`src/som_pkg.sv`:
```
package som_pkg;

    // ========================================================================
    // tone and event encodings
    // ========================================================================

    // one-hot selector for the buzzer dividers, all zeros is silence
    typedef enum logic [3:0] {
        SILENCIO = 4'b0000,
        OITAVO   = 4'b0001,  // clock/8
        QUARTO   = 4'b0010,  // clock/4
        TERCO    = 4'b0100,  // clock/3
        MEIO     = 4'b1000   // clock/2
    } tone_t;

    // game events that have a melody of their own
    typedef enum logic [1:0] {
        TECLA   = 2'd0,
        ACERTO  = 2'd1,
        ERRO    = 2'd2,
        VITORIA = 2'd3
    } evento_t;

    // one note of a melody, dur counts ticks and is never 0 in a used slot
    typedef struct packed {
        tone_t      tom;
        logic [2:0] dur;
    } nota_t;

    localparam int MAX_NOTAS = 4;  // longest melody in the table

    // ========================================================================
    // melody table
    // ========================================================================

    localparam nota_t NOTA_NULA = '{tom: SILENCIO, dur: 3'd0};  // filler for unused slots

    // rows follow the evento_t order
    localparam nota_t MELODIA [4][MAX_NOTAS] = '{
        '{'{tom: OITAVO, dur: 3'd2}, NOTA_NULA, NOTA_NULA, NOTA_NULA},
        '{'{tom: QUARTO, dur: 3'd2}, '{tom: MEIO, dur: 3'd2}, NOTA_NULA, NOTA_NULA},
        '{'{tom: TERCO, dur: 3'd4}, NOTA_NULA, NOTA_NULA, NOTA_NULA},
        '{'{tom: OITAVO, dur: 3'd1}, '{tom: QUARTO, dur: 3'd1},
          '{tom: MEIO, dur: 3'd1}, '{tom: TERCO, dur: 3'd2}}
    };

    // number of notes actually played for each event
    localparam logic [2:0] NUM_NOTAS [4] = '{3'd1, 3'd2, 3'd1, 3'd4};

endpackage
```
`src/gerador_som.sv`:
```
module gerador_som
    import som_pkg::*;
#(
    parameter int TICK_DIV = 12      // clock cycles per melody tick
) (
    input  logic    clock,
    input  logic    rst,
    input  logic    evento_valido,   // one-cycle event strobe
    input  evento_t evento,
    output logic    pulso,           // buzzer drive
    output logic    tocando,         // a melody is playing
    output tone_t   nota             // tone sounding right now
);

    // ========================================================================
    // internal connections
    // ========================================================================

    tone_t seletor;
    logic  conta;
    logic  reinicia;

    // event to melody, one note after another
    sequenciador_som #(.TICK_DIV(TICK_DIV)) seq0 (
        .clock         (clock),
        .rst           (rst),
        .evento_valido (evento_valido),
        .evento        (evento),
        .seletor       (seletor),
        .conta         (conta),
        .reinicia      (reinicia),
        .tocando       (tocando)
    );

    // tone generation for the selected note
    buzzer buz0 (
        .clock    (clock),
        .rst      (rst),
        .reinicia (reinicia),
        .conta    (conta),
        .seletor  (seletor),
        .pulso    (pulso)
    );

    assign nota = seletor;  // lets the game side follow the melody

endmodule

```
`src/sequenciador_som.sv`:
```
module sequenciador_som
    import som_pkg::*;
#(
    parameter int TICK_DIV = 12      // clock cycles per tick, 2 or more
) (
    input  logic    clock,
    input  logic    rst,
    input  logic    evento_valido,   // one-cycle strobe, ignored while playing
    input  evento_t evento,
    output tone_t   seletor,         // tone for the buzzer, silence when idle
    output logic    conta,           // enables the buzzer dividers
    output logic    reinicia,        // restarts the dividers for the next note
    output logic    tocando          // high for the whole melody
);

    localparam int TICK_W = $clog2(TICK_DIV);
    localparam int IDX_W  = $clog2(MAX_NOTAS);

    typedef enum logic {
        OCIOSO,
        TOCANDO
    } estado_t;

    // ========================================================================
    // declarations
    // ========================================================================

    estado_t          estado;
    evento_t          evento_r;      // event whose melody is playing
    logic [IDX_W-1:0] indice;        // position of the current note
    logic [2:0]       ticks_rest;    // ticks left in the current note

    logic [IDX_W-1:0] indice_prox;
    nota_t            nota_atual;
    nota_t            nota_prox;
    logic             tick;          // last cycle of a tick
    logic             inicia;        // accepted strobe
    logic             fim_nota;      // last cycle of the current note
    logic             ultima_nota;   // current note closes the melody

    // ========================================================================
    // tick prescaler
    // ========================================================================

    // it only runs while playing, and a restart puts it back in step with
    // the note, so a note of dur ticks lasts dur * TICK_DIV cycles
    contador_m #(.M(TICK_DIV), .N(TICK_W)) cont_tick (
        .clock  (clock),
        .rst    (rst),
        .zera_s (reinicia),
        .conta  (tocando),
        .q      (),
        .fim    (tick),
        .meio   ()
    );

    // ========================================================================
    // note lookup
    // ========================================================================

    always_comb begin
        indice_prox = indice + 1'b1;
        nota_atual  = MELODIA[evento_r][indice];
        nota_prox   = MELODIA[evento_r][indice_prox];
        // the count is 3 bits wide so a full four-note melody fits
        ultima_nota = ({1'b0, indice} + 3'd1) >= NUM_NOTAS[evento_r];
    end

    assign inicia   = (estado == OCIOSO) && evento_valido;
    assign fim_nota = (estado == TOCANDO) && tick && (ticks_rest == 3'd1);

    // ========================================================================
    // playback FSM
    // ========================================================================

    always_ff @(posedge clock) begin
        if (rst) begin
            estado     <= OCIOSO;
            evento_r   <= TECLA;
            indice     <= '0;
            ticks_rest <= '0;
        end else begin
            case (estado)
                OCIOSO: begin
                    if (evento_valido) begin
                        estado     <= TOCANDO;
                        evento_r   <= evento;
                        indice     <= '0;
                        ticks_rest <= MELODIA[evento][0].dur;
                    end
                end

                TOCANDO: begin
                    if (tick) begin
                        if (ticks_rest != 3'd1) begin
                            ticks_rest <= ticks_rest - 3'd1;
                        end else if (!ultima_nota) begin
                            // next note follows without a gap
                            indice     <= indice_prox;
                            ticks_rest <= nota_prox.dur;
                        end else begin
                            estado <= OCIOSO;  // melody done
                        end
                    end
                end

                default: begin
                    estado <= OCIOSO;
                end
            endcase
        end
    end

    // ========================================================================
    // outputs
    // ========================================================================

    assign tocando = (estado == TOCANDO);
    assign conta   = tocando;

    // evento_r and indice keep their last values after a melody ends,
    // so the tone is forced to silence outside playback
    assign seletor = tocando ? nota_atual.tom : SILENCIO;

    // the restart is raised in the cycle whose closing edge starts a note.
    // Counters are then at zero in the note's first cycle and the first
    // divider pulse lands in its M-th cycle
    assign reinicia = inicia | (fim_nota & ~ultima_nota);

endmodule

```
`src/buzzer.sv`:
```
module buzzer
    import som_pkg::*;
(
    input  logic  clock,
    input  logic  rst,
    input  logic  reinicia,   // one-cycle pulse that restarts every divider
    input  logic  conta,      // dividers only advance while a melody plays
    input  tone_t seletor,
    output logic  pulso       // one-cycle high at the selected tone's rate
);

    logic limpa;              // clear for all four dividers
    logic pulso_meio;
    logic pulso_quarto;
    logic pulso_oitavo;
    logic pulso_terco;

    assign limpa = rst | reinicia;

    // ========================================================================
    // clock dividers
    // ========================================================================

    // clock/2
    contador_m #(.M(2), .N(1)) cont_2 (
        .clock  (clock),
        .rst    (rst),
        .zera_s (limpa),
        .conta  (conta),
        .q      (),
        .fim    (pulso_meio),
        .meio   ()
    );

    // clock/4
    contador_m #(.M(4), .N(2)) cont_4 (
        .clock  (clock),
        .rst    (rst),
        .zera_s (limpa),
        .conta  (conta),
        .q      (),
        .fim    (pulso_quarto),
        .meio   ()
    );

    // clock/8
    contador_m #(.M(8), .N(3)) cont_8 (
        .clock  (clock),
        .rst    (rst),
        .zera_s (limpa),
        .conta  (conta),
        .q      (),
        .fim    (pulso_oitavo),
        .meio   ()
    );

    // clock/3, gated by conta like the others so every note starts in phase
    contador_m #(.M(3), .N(2)) cont_3 (
        .clock  (clock),
        .rst    (rst),
        .zera_s (limpa),
        .conta  (conta),
        .q      (),
        .fim    (pulso_terco),
        .meio   ()
    );

    // ========================================================================
    // tone selector
    // ========================================================================

    // anything that is not exactly one-hot stays silent
    always_comb begin
        case (seletor)
            OITAVO:  pulso = pulso_oitavo;
            QUARTO:  pulso = pulso_quarto;
            TERCO:   pulso = pulso_terco;
            MEIO:    pulso = pulso_meio;
            default: pulso = 1'b0;
        endcase
    end

endmodule

```
`src/contador_m.sv`:
```
module contador_m #(
    parameter int M = 8,             // modulus
    parameter int N = 3              // width of q
) (
    input  logic         clock,
    input  logic         rst,
    input  logic         zera_s,     // synchronous clear, wins over conta
    input  logic         conta,      // count enable
    output logic [N-1:0] q,
    output logic         fim,        // q is at its last state
    output logic         meio        // q is at the half-way state
);

    localparam logic [N-1:0] ULTIMO   = N'(M - 1);
    localparam logic [N-1:0] METADE_Q = N'(M / 2 - 1);

    // ========================================================================
    // count register
    // ========================================================================

    always_ff @(posedge clock) begin
        if (rst || zera_s) begin
            q <= '0;
        end else if (conta) begin
            if (q == ULTIMO) begin
                q <= '0;             // wrap back to zero
            end else begin
                q <= q + 1'b1;
            end
        end
    end

    // flags follow q directly, so fim is high for one whole state
    always_comb begin
        fim  = (q == ULTIMO);
        meio = (q == METADE_Q);
    end

endmodule

```
`config.mk`:
```
export PLATFORM = sky130hd
export DESIGN_NAME = gerador_som
export DESIGN_NICKNAME = d
export VERILOG_FILES = /design/src/som_pkg.sv /design/src/gerador_som.sv /design/src/sequenciador_som.sv /design/src/buzzer.sv /design/src/contador_m.sv
export SDC_FILE = /design/constraint.sdc
export NUM_CORES = 1
export LEC_CHECK = 0
export BUFFER_PORTS_ARGS = -buffer_cell sky130_fd_sc_hd__buf_2
export CAP_MARGIN = 5
export CELL_PAD_IN_SITES_DETAIL_PLACEMENT = 0
export CELL_PAD_IN_SITES_GLOBAL_PLACEMENT = 1
export CORE_MARGIN = 2
export CORE_UTILIZATION = 47
export DETAILED_ROUTE_END_ITERATION = 7
export PLACE_DENSITY_LB_ADDON = 0.25
export SLEW_MARGIN = 20
export SYNTH_ARGS = -nofsm -noshare
export SYNTH_HDL_FRONTEND = slang
export SYNTH_SLANG_ARGS = --single-unit
```
`constraint.sdc`:
```
create_clock -name clock -period 7.45 [get_ports clock]
set_input_delay 0.745 -clock clock [delete_from_list [all_inputs] [get_ports clock]]
set_output_delay 0.745 -clock clock [all_outputs]
set_load 0.005 [all_outputs]
```
==> results.yml <==
final_layout:
  n_antenna_cell: 0
  final_nets: 189
  area_growth_pct: 8.36
  layout-drive-gt1-share_pct: 11.8
  fillCellCount: 269
  regArea_um2: 400
  multi_input_area_um2: 863
route:
  drc: 0
  finalWirelength_um: 2660
  wl_per_cell_um: 13.3
  ant_nets: 0
  first_iter_violations: 61
  viasPerCell: 5.64
  vias: 1127
  dr.pass1.iters: 4
synthesis:
  syn_nets: 180
  synthTopCellsByArea: "dfxtp_1 30%, ha_1 13%, mux2i_1 5.3%"
  yosysMostFrequentCell: "dfxtp_1"
  yosys-top-cells-count: "20 x dfxtp_1, 18 x nor2_1, 14 x ha_1, 14 x nand2_1, 11 x a21oi_1"
  synth_cells: 161
  ys_ff_latch: 20
  yosysSeqAreaShare_pct: 30.1
  yosysTopAreaCell: "dfxtp_1"
  synthArstFlopShare_pct: 0
  avgSynthCellArea_um2: 8.27
  netlist.area_leader.share_pct: 30.1
  synth_edf_count: 0
  synthFlopType: "dfxtp_1"
  ys_types: 44
  netlist_area_um2: 1330
  ys_warn_count: 0
cts:
  clk_pin_slew_ns: 0.11
  clock_latency_ns: 0.30
  clk_path_buf_depth: 2
  cts_tree: "done"
  cts_setup_buffers: 0
  cts-resized-gates: 0
  htreeDepth: 1
  cts-root-buf: "clkbuf_4"
  cts_made_buffers: 3
  holdBufCountCts: 0
  cts.sinks: 20
floorplan:
  io_pins: 11
  rows: 19
  coreArea_um2: 2730
  dieHeight_um: 57.2
  die_area_um2: 3270
  die_w_um: 57.2
  initial_core_util_pct: 48.7
timing:
  fmax_mhz: 277
  final.setup.tns_ns: 0
  slew_violations: 0
  finClkSkew_ns: 0.00365
  worst_pin_slew_ns: 0.857
  holdWs_ns: 0.483
  finalHoldViolations: 0
  setup_viol: 0
  layout_setup_ws_ns: 3.84
  period_share_pct: 48.4
  rsz0062_at_grt: "no"
  relSlewSlack_pct: 42.8
  post-route-min-period_ns: 3.61
power_and_ir_drop:
  power_leakage_nw: 0.586
  peakVddDrop_v: 0.000156
  p_total_mw: 0.243
  power_density_nw_per_um2: 169
global_route:
  grt_pass1_wl_um: 4620
  grt_busiest_layer: "met2"
  grt_max_degree: 25
  antenna_found_initial: 0
  grt_pass1_vias: 1039
  met2_usage_pct: 29.1
  met1_usage_pct: 24.1
  grt-ovfl-total: 0
  grt_util_met3_pct: 2.95
  track_usage_pct: 17.5
placement:
  gp_congestion: 0.815
  placement.io_buffers: 10
  place_hpwl_um: 2060
  post-place-ws_ns: 4.20
hold_path:
  hp-class: "reg2reg"
  worstHoldStart: "buz0.cont_8.q[1]"
run_status:
  status: "completed"
worst_setup_path:
  timing.rr.start: "seq0.evento_r[0]"
  cp-end-kind: "primary output"
  crit_path_max_fanout: 24
  cp.required_ns: 6.70
  path_class: "reg2out"
  cp-startpoint: "seq0.conta"
  crit_arrival_ns: 2.86
  crit_path_start_kind: "flop"
run:
  maxCapViolations: 0
==> layout by cell type (no fill, tap or decap), types with 3 or more instances in the layout <==
cell type  Yosys  layout
xnor2_1        3       3
dfxtp_1       20      20
nor2_1        18      18
ha_1          14      14
mux2i_1        7       7
nand2b_1       5       5
inv_1         10      10
clkbuf_4       0       3
nand3b_1       4       4
o21ai_0        3       3
nand4b_1       3       3
nand2_1       14      14
nor3_1         7       7
buf_2          0      10
a21oi_1       11      11
nor2b_1        3       3
==> state kept, by name, summed over array words and instances (netlist names) <==
register / count
buz0.cont_2.fim: 1
buz0.cont_3.q: 2
buz0.cont_4.q: 2
buz0.cont_8.q: 3
seq0.cont_tick.q: 4
seq0.conta: 1
seq0.evento_r: 2
seq0.indice: 2
seq0.ticks_rest: 3
==> final cells by class <==
class                      count  share of cell area (%)
clock inverter                 1                    2.08
multi-input combinational    125                    59.8
sequential                    20                    27.8
timing repair buffer          10                    3.47
inverter                      10                    2.60
tap                           31                    2.69
clock buffer                   3                    1.56
==> path summary, 6_finish.rpt <==
kind	slack [ns]	depth (start not counted)	end
hold / removal	0.48	2	buz0.cont_8.q[1]
setup reg to reg	4.73	9	seq0.cont_tick.q[2]
hold reg to reg	0.48	2	buz0.cont_8.q[1]
setup / recovery	3.84	6	pulso
==> cell families (layout without fill, tap and decap cells) <==
group                      Yosys count  in the layout  synth area share, %
AOI/OAI and AO/OA                   33             33                 17.2
buffers and inverters               16             24                 5.07
DFF                                 20             20                 30.1
xor gates and xnor gates             3              3                 1.97
muxes                                7              7                 5.26
adders and majority gates           14             14                 13.2
and+or+nand+nor                     68             68                 27.3
==> worst max-delay path, stage by stage, from the launching register on <==
cell and delay, ns:
dfxtp_1 0.90, inv_1 0.43, a21oi_1 0.34, a211oi_1 0.11, or3_1 0.38, a221oi_2 0.25, buf_2 0.15
==> power by group <==
group	switching [mW]	internal [mW]	total, mW
combinational	0.0205	0.0160	0.0365
clock	0.0340	0.0544	0.0884
sequential	0.00674	0.112	0.119
==> through the flow <==
stage	cell area, um^2	utilization [%]	std cells
after floorplan	1330	-	161
after global placement	1390	50.8	196
after detailed placement	1390	50.8	196
after CTS	1440	52.8	200
after global routing	1440	52.8	200
final	1440	52.8	200
==> per-layer routing <==
metal	share of wire [%]	up-vias
met2	48	10
met1	49	519
met5	0	-
met4	0.71	0
met3	2.9	2
li1	-	596
No activity file was read; power rests on OpenSTA's default activity.
